## src/decode_consts.svh

```systemverilog
// Decoder constants: data widths, field widths and func7 encodings for RV32IM
`ifndef DECODE_CONSTS_SVH
`define DECODE_CONSTS_SVH

// Datapath and instruction width
`define XLEN        32

// Instruction field widths
`define REG_ADDR_W  5
`define OPCODE_W    7
`define FUNCT3_W    3

// ALU operation code and ALU class widths
`define ALU_CTRL_W  5
`define ALU_OP_W    3

// func7 patterns for register-ALU and shift decoding
`define FUNCT7_BASE   7'b0000000
`define FUNCT7_ALT    7'b0100000
`define FUNCT7_MULDIV 7'b0000001

`endif

```

## src/decodePkg.sv

```systemverilog
// Decode types: major opcodes, ALU operation codes and ALU classes
`include "decode_consts.svh"

package decodePkg;

    // Kept RV32I major opcodes
    typedef enum logic [`OPCODE_W-1:0] {
        opLoad   = 7'b0000011,
        opOpImm  = 7'b0010011,
        opAuipc  = 7'b0010111,
        opStore  = 7'b0100011,
        opOp     = 7'b0110011,
        opLui    = 7'b0110111,
        opBranch = 7'b1100011,
        opJalr   = 7'b1100111,
        opJal    = 7'b1101111
    } opcodeT;

    // Operation codes seen by the execute stage ALU
    typedef enum logic [`ALU_CTRL_W-1:0] {
        aluAnd    = 5'd0,
        aluOr     = 5'd1,
        aluAdd    = 5'd2,
        aluXor    = 5'd3,
        aluSub    = 5'd4,
        aluSll    = 5'd6,
        aluSrl    = 5'd7,
        aluSra    = 5'd8,
        aluSlt    = 5'd9,
        aluSltu   = 5'd10,
        aluMul    = 5'd11,
        aluMulh   = 5'd12,
        aluMulhsu = 5'd13,
        aluMulhu  = 5'd14,
        aluDiv    = 5'd15,
        aluDivu   = 5'd16,
        aluRem    = 5'd17,
        aluRemu   = 5'd18
    } aluCtrlT;

    // Instruction class, tells execute where the operands come from
    typedef enum logic [`ALU_OP_W-1:0] {
        classMem    = 3'd0,
        classBranch = 3'd1,
        classArith  = 3'd2,
        classJal    = 3'd3,
        classLui    = 3'd4,
        classAuipc  = 3'd5,
        classJalr   = 3'd7
    } aluOpT;

endpackage

```

## src/decodeStageReg.sv

```systemverilog
// Decode stage register: holds instruction, PC and register operands, frozen by stall
`include "decode_consts.svh"

module decodeStageReg (
    input  logic             clk,
    input  logic             rst,
    input  logic             stall,
    input  logic [`XLEN-1:0] nextInstruction,
    input  logic [`XLEN-1:0] pc,
    input  logic [`XLEN-1:0] regValue1,
    input  logic [`XLEN-1:0] regValue2,
    output logic [`XLEN-1:0] instruction,
    output logic [`XLEN-1:0] capturedPc,
    output logic [`XLEN-1:0] operand1,
    output logic [`XLEN-1:0] operand2
);

    // Reset value decodes as an unknown opcode, so all controls idle
    always_ff @(posedge clk or posedge rst)
    begin
        if (rst)
        begin
            instruction <= '0;
            capturedPc  <= '0;
            operand1    <= '0;
            operand2    <= '0;
        end
        else if (!stall)
        begin
            instruction <= nextInstruction;
            capturedPc  <= pc;
            operand1    <= regValue1;
            operand2    <= regValue2;
        end
    end

endmodule

```

## src/immGen.sv

```systemverilog
// Immediate generator: sign-extended immediate selected by instruction format
`include "decode_consts.svh"

module immGen (
    input  logic [`XLEN-1:0] instruction,
    output logic [`XLEN-1:0] imm
);

    logic sign;

    assign sign = instruction[31];

    always_comb
    begin
        case (instruction[`OPCODE_W-1:0])
            // U format
            decodePkg::opLui,
            decodePkg::opAuipc:
                imm = {instruction[31:12], 12'b0};
            // J format, offset in halfwords
            decodePkg::opJal:
                imm = {{12{sign}}, instruction[19:12], instruction[20],
                       instruction[30:21], 1'b0};
            // B format
            decodePkg::opBranch:
                imm = {{20{sign}}, instruction[7], instruction[30:25],
                       instruction[11:8], 1'b0};
            // S format, split around rd position
            decodePkg::opStore:
                imm = {{20{sign}}, instruction[31:25], instruction[11:7]};
            // I format
            decodePkg::opJalr,
            decodePkg::opLoad,
            decodePkg::opOpImm:
                imm = {{20{sign}}, instruction[31:20]};
            default:
                imm = '0;
        endcase
    end

endmodule

```

## src/mainControl.sv

```systemverilog
// Main control: opcode decode into memory, writeback, branch and ALU class controls
`include "decode_consts.svh"

module mainControl (
    input  logic                 [`XLEN-1:0]     instruction,
    output logic                                 memWrite,
    output logic                                 memRead,
    output logic                                 regWrite,
    output logic                                 aluSrc,
    output logic                                 memToReg,
    output logic                                 pcSrc,
    output decodePkg::aluOpT                     aluOp,
    output logic                 [`FUNCT3_W-1:0] branchType
);

    logic [`FUNCT3_W-1:0] func3;

    assign func3 = instruction[14:12];

    always_comb
    begin
        // Idle controls, also the result for unknown opcodes
        memWrite   = 1'b0;
        memRead    = 1'b0;
        regWrite   = 1'b0;
        aluSrc     = 1'b0;
        memToReg   = 1'b0;
        pcSrc      = 1'b0;
        aluOp      = decodePkg::classMem;
        branchType = '0;

        case (instruction[`OPCODE_W-1:0])
            decodePkg::opLui:
            begin
                aluOp    = decodePkg::classLui;
                aluSrc   = 1'b1;
                regWrite = 1'b1;
            end
            decodePkg::opAuipc:
            begin
                aluOp    = decodePkg::classAuipc;
                aluSrc   = 1'b1;
                regWrite = 1'b1;
            end
            // Jumps write the link address to rd
            decodePkg::opJal:
            begin
                aluOp    = decodePkg::classJal;
                regWrite = 1'b1;
                pcSrc    = 1'b1;
            end
            decodePkg::opJalr:
            begin
                aluOp    = decodePkg::classJalr;
                regWrite = 1'b1;
                pcSrc    = 1'b1;
            end
            decodePkg::opBranch:
            begin
                aluOp      = decodePkg::classBranch;
                pcSrc      = 1'b1;
                branchType = func3;
            end
            decodePkg::opLoad:
            begin
                aluSrc   = 1'b1;
                memRead  = 1'b1;
                memToReg = 1'b1;
                regWrite = 1'b1;
            end
            decodePkg::opStore:
            begin
                aluSrc   = 1'b1;
                memWrite = 1'b1;
            end
            decodePkg::opOpImm:
            begin
                aluOp    = decodePkg::classArith;
                aluSrc   = 1'b1;
                regWrite = 1'b1;
            end
            decodePkg::opOp:
            begin
                aluOp    = decodePkg::classArith;
                regWrite = 1'b1;
            end
            default:
            begin
            end
        endcase
    end

endmodule

```

## src/aluControl.sv

```systemverilog
// ALU control: opcode, func3 and func7 mapped onto the five-bit ALU operation
`include "decode_consts.svh"

module aluControl (
    input  logic              [`XLEN-1:0] instruction,
    output decodePkg::aluCtrlT            aluControl
);

    logic [`FUNCT3_W-1:0] func3;
    logic [6:0]           func7;

    assign func3 = instruction[14:12];
    assign func7 = instruction[31:25];

    always_comb
    begin
        aluControl = decodePkg::aluAnd;

        case (instruction[`OPCODE_W-1:0])
            // Address and link computations are plain adds
            decodePkg::opLui,
            decodePkg::opAuipc,
            decodePkg::opJal,
            decodePkg::opJalr,
            decodePkg::opLoad,
            decodePkg::opStore:
                aluControl = decodePkg::aluAdd;
            // Branch compare by subtraction
            decodePkg::opBranch:
                aluControl = decodePkg::aluSub;
            decodePkg::opOpImm:
            begin
                case (func3)
                    3'b000: aluControl = decodePkg::aluAdd;
                    3'b001: aluControl = decodePkg::aluSll;
                    3'b010: aluControl = decodePkg::aluSlt;
                    3'b011: aluControl = decodePkg::aluSltu;
                    3'b100: aluControl = decodePkg::aluXor;
                    3'b101:
                    begin
                        // func7 picks logical or arithmetic shift
                        if (func7 == `FUNCT7_BASE)
                            aluControl = decodePkg::aluSrl;
                        else if (func7 == `FUNCT7_ALT)
                            aluControl = decodePkg::aluSra;
                    end
                    3'b110: aluControl = decodePkg::aluOr;
                    default: aluControl = decodePkg::aluAnd;
                endcase
            end
            decodePkg::opOp:
            begin
                if (func7 == `FUNCT7_BASE)
                begin
                    case (func3)
                        3'b000: aluControl = decodePkg::aluAdd;
                        3'b001: aluControl = decodePkg::aluSll;
                        3'b010: aluControl = decodePkg::aluSlt;
                        3'b011: aluControl = decodePkg::aluSltu;
                        3'b100: aluControl = decodePkg::aluXor;
                        3'b101: aluControl = decodePkg::aluSrl;
                        3'b110: aluControl = decodePkg::aluOr;
                        default: aluControl = decodePkg::aluAnd;
                    endcase
                end
                else if (func7 == `FUNCT7_ALT)
                begin
                    if (func3 == 3'b000)
                        aluControl = decodePkg::aluSub;
                    else if (func3 == 3'b101)
                        aluControl = decodePkg::aluSra;
                end
                else if (func7 == `FUNCT7_MULDIV)
                begin
                    // RV32M, codes follow func3 order
                    case (func3)
                        3'b000: aluControl = decodePkg::aluMul;
                        3'b001: aluControl = decodePkg::aluMulh;
                        3'b010: aluControl = decodePkg::aluMulhsu;
                        3'b011: aluControl = decodePkg::aluMulhu;
                        3'b100: aluControl = decodePkg::aluDiv;
                        3'b101: aluControl = decodePkg::aluDivu;
                        3'b110: aluControl = decodePkg::aluRem;
                        default: aluControl = decodePkg::aluRemu;
                    endcase
                end
            end
            default:
                aluControl = decodePkg::aluAnd;
        endcase
    end

endmodule

```

## src/instrDecode.sv

```systemverilog
// Decode stage top: stage register feeding immediate, main control and ALU control decoders
`include "decode_consts.svh"

module instrDecode (
    input  logic                                  clk,
    input  logic                                  rst,
    input  logic                                  stall,
    input  logic               [`XLEN-1:0]       nextInstruction,
    input  logic               [`XLEN-1:0]       pc,
    input  logic               [`XLEN-1:0]       regValue1,
    input  logic               [`XLEN-1:0]       regValue2,
    output logic               [`XLEN-1:0]       imm,
    output logic               [`REG_ADDR_W-1:0] rs1,
    output logic               [`REG_ADDR_W-1:0] rs2,
    output logic               [`REG_ADDR_W-1:0] regDest,
    output logic                                  memWrite,
    output logic                                  memRead,
    output logic                                  regWrite,
    output logic                                  aluSrc,
    output decodePkg::aluOpT                      aluOp,
    output logic                                  memToReg,
    output logic                                  pcSrc,
    output logic               [`FUNCT3_W-1:0]   branchType,
    output decodePkg::aluCtrlT                    aluControl,
    output logic               [`XLEN-1:0]       pcOut,
    output logic               [`XLEN-1:0]       value1,
    output logic               [`XLEN-1:0]       value2
);

    logic [`XLEN-1:0] instruction;

    decodeStageReg stageReg (
        .clk             (clk),
        .rst             (rst),
        .stall           (stall),
        .nextInstruction (nextInstruction),
        .pc              (pc),
        .regValue1       (regValue1),
        .regValue2       (regValue2),
        .instruction     (instruction),
        .capturedPc      (pcOut),
        .operand1        (value1),
        .operand2        (value2)
    );

    // Register fields sit at fixed positions in every format
    assign rs1     = instruction[19:15];
    assign rs2     = instruction[24:20];
    assign regDest = instruction[11:7];

    immGen immUnit (
        .instruction (instruction),
        .imm         (imm)
    );

    mainControl ctrlUnit (
        .instruction (instruction),
        .memWrite    (memWrite),
        .memRead     (memRead),
        .regWrite    (regWrite),
        .aluSrc      (aluSrc),
        .memToReg    (memToReg),
        .pcSrc       (pcSrc),
        .aluOp       (aluOp),
        .branchType  (branchType)
    );

    aluControl aluCtrlUnit (
        .instruction (instruction),
        .aluControl  (aluControl)
    );

endmodule

```

## config.mk

```make
export PLATFORM = sky130hd
export DESIGN_NAME = instrDecode
export DESIGN_NICKNAME = d
export VERILOG_FILES = /design/src/decodePkg.sv /design/src/decodeStageReg.sv /design/src/immGen.sv /design/src/mainControl.sv /design/src/aluControl.sv /design/src/instrDecode.sv
export VERILOG_INCLUDE_DIRS = /design/src /design/src/src
export SDC_FILE = /design/constraint.sdc
export NUM_CORES = 1
export LEC_CHECK = 0
export BUFFER_PORTS_ARGS = -buffer_cell sky130_fd_sc_hd__buf_2
export CAP_MARGIN = 30
export CORE_AREA = 2 2 112 114
export CTS_CLUSTER_SIZE = 40
export DETAILED_ROUTE_END_ITERATION = 6
export DIE_AREA = 0 0 114 116
export HOLD_SLACK_MARGIN = 0.15
export PLACE_DENSITY_LB_ADDON = 0.1
export SLEW_MARGIN = 20
export SYNTH_ARGS = -nofsm -noshare
export SYNTH_HDL_FRONTEND = slang
export SYNTH_SLANG_ARGS = --single-unit
```

## constraint.sdc

```tcl
create_clock -name clk -period 9.3 [get_ports clk]
set_input_delay 0.465 -clock clk [delete_from_list [all_inputs] [get_ports clk]]
set_output_delay 0.465 -clock clk [all_outputs]
set_load 0.01 [all_outputs]
```

== Word-level counts from Yosys, hierarchy flattened ==
Index checks and enable logic that the tools add are counted.

* $add $sub $neg: 0
* Multiply operators: 0
* Div/mod/pow operators: 0
* $lt $le $gt $ge: 0
* Equal/unequal tests: 17
* Shifts and indexed selects: 0
* Mux-type cells: 19
* Bitwise gates (word level): 0
* Reductions and logical operators: 9

{| class="wikitable"
|+ Operators by type and width
! cell !! count
|-
| $pmux 32 s5 || 1
|-
| $pmux 5 s7 || 2
|-
| $eq 7x6->1 const B || 4
|-
| $pmux 4 s7 || 1
|-
| $mux 5 || 5
|-
| $eq 7x7->1 const B || 3
|-
| $pmux 5 s4 || 1
|-
| $pmux 3 s6 || 1
|-
| $eq 7x5->1 const B || 2
|-
| $eq 3x3->1 const B || 3
|-
| $mux 4 || 2
|-
| $eq 7x1->1 const B || 1
|-
| $eq 7x2->1 const B || 1
|-
| $logic_not 7->1 || 1
|-
| $reduce_or 7->1 || 1
|-
| $eq 3x2->1 const B || 2
|-
| $reduce_or 3->1 || 2
|-
| $reduce_or 6->1 || 1
|-
| $mux 1 || 5
|-
| $reduce_or 5->1 || 1
|-
| $reduce_or 2->1 || 2
|-
| $eq 3x1->1 const B || 1
|-
| $logic_not 3->1 || 1
|-
| $mux 3 || 1
|}

* Register bits: 128
* Bits in latches: 0
* RAM bits: 0
* Bits in read-only memories: 0
* Bits of input ports: 131
* Output and inout port bits: 160
* Word-level logic and storage cells: 49
* Memories kept: 0

== Logic depth before layout (Yosys ltp) ==
Gate-level depths: netlist of run 1.

* Word-level depth: 6
* Mapped depth: 7
* Depth with buffers taken out: 4

== By module ==
From an unflattened synthesis of run 1, not the netlist that was laid out.

* Cells, all modules: 416
* Area, all modules: 5826.8 um2

{| class="wikitable"
|+ By module, submodules not included
! module !! instances !! cells an instance !! area an instance (um2) !! sequential area each (um2)
|-
| decodeStageReg || 1 || 271 || 4825.9 || 3203.1
|-
| immGen || 1 || 66 || 467.9 || 0.0
|-
| aluControl || 1 || 52 || 354.1 || 0.0
|-
| mainControl || 1 || 27 || 178.9 || 0.0
|}

== Worst setup path before layout of run 1 ==
OpenSTA, ideal clock, no wires.

* Path kind: register to output
* Start point: register stageReg.instruction[2]
* End point: output memToReg
* Arrival: 1509 ps
* Required time: 8835 ps
* Setup slack: 7326 ps
* Cell stages (with the launch flop): 6
* Buffers on the path: 2
* Cells stage by stage: dfrtp_1 -> or2_1 -> buf_2 -> nand2b_1 -> nor3_1 -> buf_4

* Cells in the longest elaborated chain, start to end: 2

{| class="wikitable"
|+ Ends and longest elaborated chain
! what !! RTL line !! RTL
|-
| start: declaration || decodeStageReg.sv:12 || <nowiki>output logic [`XLEN-1:0] instruction,</nowiki>
|-
| start signal: assignment || decodeStageReg.sv:30 || <nowiki>instruction <= nextInstruction;</nowiki>
|-
| $eq 7x2->1 || - ||
|-
| $mux 1 || - ||
|-
| end: declaration || instrDecode.sv:21 || <nowiki>output logic memToReg,</nowiki>
|}

No other way between the ends.

== Final worst setup path of run 1 ==
* Start point: register stageReg.instruction[5]
* End point: output imm[29]

* Cells in the longest elaborated chain, start to end: 3
* Elaborated cells between the ends (all ways): 11
* Those cells by class: 8 x eq/ne; 1 x mux; 2 x reduce/logical

{| class="wikitable"
|+ Ends and longest elaborated chain
! what !! RTL line !! RTL
|-
| $eq 7x7->1, or another cell as far along || immGen.sv:15 || <nowiki>case (instruction[`OPCODE_W-1:0])</nowiki>
|-
| $reduce_or 3->1 / $reduce_or 2->1 (equally long branches) || immGen.sv:15 ||
|-
| $pmux 32 s5 * || immGen.sv:15 ||
|-
| end: declaration || instrDecode.sv:12 || <nowiki>output logic [`XLEN-1:0] imm,</nowiki>
|}

Every way passes the cells marked *; elsewhere a longest branch is shown, timed or not.

==> metrics, run 1 <==
outcome finished clean; mapped cell area 5734 sq um; CTS H-Tree Depth 4; HP Start regValue1[20]; Setup-failing EPs final 0; startpoint types register; Critical Path Sink Type output pin; Slew Viols, Final 0; Max VDD drop 0.1331 mV; clock buffer count from CTS 17; Syn Area/Cell 13.59 sq um; Crit path max-delay family flip-flops; Worst R2R End stageReg.instruction[5]; CTS Hold Bufs 1; gr ovfl total 0; drt pass-1 iters 4; hold-critical path endpoint stageReg.operand1[20]; depth of the worst register-to-register path 1; num ports 291; Initial DRC Count 178; Reg2Reg Setup Slack 8310 ps; chip height 116 microns; Worst EP required 8840 ps; cells after synthesis 422; Final Routed Wirelength 14950 microns; slowest cell on the critical path dfrtp_1; Worst path max stage delay 620 ps; filler instances 968; # port buffers 290; Final min period 2699 ps; gr usage total 22.67%; die footprint 13220 sq um; average wire per standard cell 17.61 microns; critical path cell sequence mux2_4 -> o32ai_4 -> and2_4 -> a21o_1 -> buf_2; Max Cap Viol 0; ANT nets after route 0; diode count 0; Post-synth EDFFs 0; Final Cycle Share 29.02%; area occupied by multi-input gates 2246 sq um; hpwl dp 11280 microns; CTS tree done; largest net degree at the start of global routing 67; origin of the critical flop-to-flop path stageReg.instruction[5]; arrival time at the worst endpoint 2230 ps; Hold Fails Final Rpt 0; vias per std cell 5.232; worst path bufs/invs 1; setup TNS 0 ps; CP max FO 16; Sink Count 128; LEAKAGE 3.994 nW; worst hold stages 2; CTS Root Cell clkbuf_16; clk_skew 0 ps; Crit Path Class register to output pin; Async SR Flop Fraction 100.0%; Starting Density 48.14%; register area 3203 sq um; ratio of cells with drive above 1 in the final layout 65.24%; synth unique cells 49; fin nets 822; clock tree buffer depth 2; GPL Wtd Cong 0.8807; Hold WC Path Type input port to register; postcts setup bufs 0; Post-synth top flop dfrtp_1; die width 114 microns; cell area power density 196.7 nW/um^2; vias in the first global route 4568; total power 1.521 mW; area growth from synthesis to layout 34.87%; syn_nets 553; Synth Register Bits 128; PostCTS Resize Cnt 0; Max Clk Rate 0.3705 GHz; row count 40; sequential fraction of the synthesis area 55.86%; DRC Markers 0; worst-skew pair later-pin latency 400 ps; synthesis warning total 0; Max-slew headroom 46.15%; via count 4442; antenna violations before repair 1; clk slew on worst S/H paths 60 ps; RSZ-0062 raised after global routing no; first-pass GRT wire length 23000 microns; core region area 11910 sq um; Worst Tran Pin Value 807.7 ps
==> metrics by stage <==
| step | utilization (%) | hold WS [ps] | worst slack (ps) | instances | cell area, sq um |
|---|---|---|---|---|---|
| finish | 64.93 | 288.3 | 6601 | 849 | 7734 |
| CTS | 64.93 | 272.7 | 6588 | 849 | 7734 |
| floorplan | - | 503.8 | 5422 | 422 | 5734 |
| detailed placement | 60.06 | 487.6 | 6852 | 818 | 7154 |
| global placement | 59.83 | 484.1 | 6895 | 817 | 7127 |
| global route | 64.93 | 275.9 | 6435 | 849 | 7734 |
==> flip-flops by register name, indices dropped and copies added, names as in the netlist <==
signal and flops:
stageReg.operand1 32, stageReg.operand2 32, stageReg.capturedPc 32, stageReg.instruction 32
==> power by group <==
| part | internal, mW | switching (mW) |
|---|---|---|
| logic | 0.121 | 0.113 |
| registers | 0.613 | 0.0456 |
| clock network | 0.407 | 0.221 |
| total | 1.14 | 0.379 |
==> kinds of logic after synthesis <==
| group | synth area share (%) |
|---|---|
| muxes | 25.40 |
| DFF | 55.86 |
| and+or+nand+nor | 6.285 |
| AOI/OAI and AO/OA | 7.484 |
| buffers and inverters | 4.975 |
==> metal layers <==
| metal | vias to the layer above | track usage (%) | share of wire [%] |
|---|---|---|---|
| li1 | 2025 | - | - |
| met3 | 28 | 8.421 | 8.5 |
| met4 | 2 | 9.512 | 2.4 |
| met1 | 2181 | 25.84 | 38 |
| met2 | 206 | 38.65 | 51 |
| met5 | - | 0 | 0.074 |
==> layout make-up <==
cell class / count / share of cell area [%]
clock inverters: 4 / 0.6471
repair buffers: 294 / 19.48
flip-flops and latches: 128 / 41.42
clock buffers: 26 / 6.714
well taps: 147 / 2.378
multi-input cells: 244 / 29.04
inverters: 6 / 0.3236
==> cell usage after synthesis, drive strengths merged, types with 5 or more instances <==
| library cell | n | area [sq um] |
|---|---|---|
| nand2 | 6 | 22.52 |
| buf | 36 | 232.7 |
| o211ai | 5 | 37.54 |
| mux2 | 129 | 1456 |
| nand3 | 7 | 35.03 |
| and2 | 9 | 58.81 |
| clkbuf | 8 | 30.03 |
| nor2 | 13 | 48.80 |
| o21ai | 7 | 38.78 |
| dfrtp | 128 | 3203 |
| inv | 6 | 22.52 |
| a22o | 5 | 43.79 |
| a21o | 20 | 157.6 |
==> worst max-delay path by stage <==
stage	start	end	slack, ps	depth (start not counted)
2_1_floorplan	rst	stageReg.capturedPc[0]	5420	1
3_3_place_gp	stall	stageReg.instruction[15]	6890	3
3_5_place_dp	stall	stageReg.instruction[28]	6850	3
4_1_cts	stageReg.instruction[5]	imm[26]	6590	5
5_1_grt	stageReg.instruction[5]	imm[26]	6440	5
6_report	stageReg.instruction[5]	imm[29]	6600	5
==> placed cells by master (no fill, tap or decap), drive strengths merged, types with 6 or more instances in the layout <==
master	n
dfrtp	128
and2	9
mux2	129
nand3	7
inv	6
o21ai	7
nand2	6
nor2	13
buf	293
a21o	20
clkbuf	26
Note: power is estimated with default switching activity, not from simulation.
==> run 2, diff against run 1 <==
--- a/config.mk
+++ b/config.mk
@@ -8,10 +8,10 @@
 export LEC_CHECK = 0
 export BUFFER_PORTS_ARGS = -buffer_cell sky130_fd_sc_hd__buf_2
 export CAP_MARGIN = 30
-export CORE_AREA = 2 2 112 114
+export CORE_ASPECT_RATIO = 1.25
+export CORE_UTILIZATION = 46
 export CTS_CLUSTER_SIZE = 40
 export DETAILED_ROUTE_END_ITERATION = 6
-export DIE_AREA = 0 0 114 116
 export HOLD_SLACK_MARGIN = 0.15
 export PLACE_DENSITY_LB_ADDON = 0.1
 export SLEW_MARGIN = 20
==> constraint.sdc (replaced) <==
create_clock -name clk -period 2.7 [get_ports clk]
set_input_delay 0.135 -clock clk [delete_from_list [all_inputs] [get_ports clk]]
set_output_delay 0.135 -clock clk [all_outputs]
set_load 0.01 [all_outputs]
==> metrics, run 2 (synthesized netlist as in run 1, its figures left out) <==
antenna violations before repair 0; # port buffers 290; clock tree buffer depth 2; fin nets 953; CP max FO 16; hpwl dp 11280 microns; clock buffer count from CTS 17; die footprint 12920 sq um; slowest cell on the critical path dfrtp_1; Final Cycle Share 88.10%; PostCTS Resize Cnt 0; worst path bufs/invs 1; core region area 12160 sq um; HP Start stall; first-pass GRT wire length 26720 microns; Max Clk Rate 0.4204 GHz; Hold WC Path Type input port to register; Final min period 2379 ps; depth of the worst register-to-register path 1; Slew Viols, Final 0; Reg2Reg Setup Slack 1700 ps; Worst Tran Pin Value 666.6 ps; most common cell after layout, fill and taps aside buf_2; Final Hold Slack 317.2 ps; Place WS 763.2 ps; postcts setup bufs 0; Critical Path Sink Type output pin; gr usage total 27.57%; vias in the first global route 5426; num ports 291; RSZ-0062 raised after global routing no; origin of the critical flop-to-flop path stageReg.instruction[5]; worst hold stages 2; Worst R2R End stageReg.instruction[5]; GPL Wtd Cong 0.9245; worst-skew pair later-pin latency 400 ps; die width 101.9 microns; CTS H-Tree Depth 4; setup TNS 0 ps; Max VDD drop 0.5460 mV; average wire per standard cell 17.39 microns; Max Cap Viol 0; final instance area 9135 sq um; drt pass-1 iters 4; most frequent cells in the layout buf_2 (289), dlygate4sd3_1 (129), mux2_2 (128), dfrtp_1 (128), a21o_1 (19); Worst EP required 2570 ps; Final Routed Wirelength 17370 microns; cell area power density 620.5 nW/um^2; Hold Fails Final Rpt 0; Setup-failing EPs final 0; row count 45; CTS tree done; Max-slew headroom 55.47%; Initial DRC Count 149; clk_skew 0 ps; gr ovfl total 0; critical path cell sequence mux2_4 -> o32ai_4 -> and2_4 -> a21o_1 -> buf_2; area growth from synthesis to layout 59.31%; Crit Path Class register to output pin; vias per std cell 5.051; startpoint types register; Sink Count 128; via count 5046; LEAKAGE 4.569 nW; arrival time at the worst endpoint 2240 ps; Starting Density 47.15%; DRC Markers 0; diode count 0; Worst path max stage delay 630 ps; CTS Root Cell clkbuf_16; chip height 126.8 microns; outcome finished clean; Crit path max-delay family flip-flops; final setup margin 321.3 ps; largest net degree at the start of global routing 71; hold-critical path endpoint stageReg.capturedPc[2]; clk slew on worst S/H paths 60 ps; ANT nets after route 0; placed inst area 7217 sq um; ratio of cells with drive above 1 in the final layout 55.81%
## run 2: metrics by stage
| stage | util, % | total power, mW | std cells |
|---|---|---|---|
| 6_report | 75.11 | 5.668 | 999 |
| 5_1_grt | 75.11 | 5.883 | 999 |
| 4_1_cts | 75.11 | 5.675 | 999 |
| 3_5_place_dp | 59.34 | 3.115 | 838 |
| 3_3_place_gp | 59.34 | 3.089 | 838 |
| 2_1_floorplan | - | 2.761 | 422 |
## run 2: timing repair
item | in CTS | in global routing
hold buffers | 129 | 0
endpoints found under the setup margin | 0 | 0
hold endpoints to repair | 155 | 0
## run 2: routing by layer
metal	GRT usage, %	wire (microns)	vias to the layer above
li1	-	-	2290
met1	27.32	6081	2457
met2	51.03	9391	238
met3	7.934	1213	61
met4	14.20	685	0
met5	0	0	-
## run 2: power breakdown
part	internal, mW	switching, mW	leakage [nW]
Clock	1.57	0.847	0.299
Sequential	2.11	0.162	1.50
Combinational	0.545	0.436	2.77
## run 2: cell type report
| cell class | count | area [sq um] |
|---|---|---|
| Clock buffer | 18 | 439.2 |
| Multi-Input combinational cell | 244 | 2246 |
| Fill cell | 807 | 3027 |
| Inverter | 6 | 26.28 |
| Timing Repair Buffer | 425 | 2828 |
| Tap cell | 164 | 205.2 |
| Sequential cell | 128 | 3203 |
| Clock inverter | 14 | 187.7 |
## run 2: worst max path at each step
| stage | startpoint | slack [ps] | endpoint | depth (start not counted) |
|---|---|---|---|---|
| 3_5_place_dp | stageReg.instruction[5] | 760 | imm[30] | 5 |
| 2_1_floorplan | rst | 980 | stageReg.capturedPc[0] | 1 |
| 4_1_cts | stageReg.instruction[5] | 330 | imm[30] | 5 |
| 6_report | stageReg.instruction[5] | 320 | imm[30] | 5 |
| 5_1_grt | stageReg.instruction[5] | 230 | imm[30] | 5 |
| 3_3_place_gp | stageReg.instruction[5] | 810 | imm[30] | 5 |
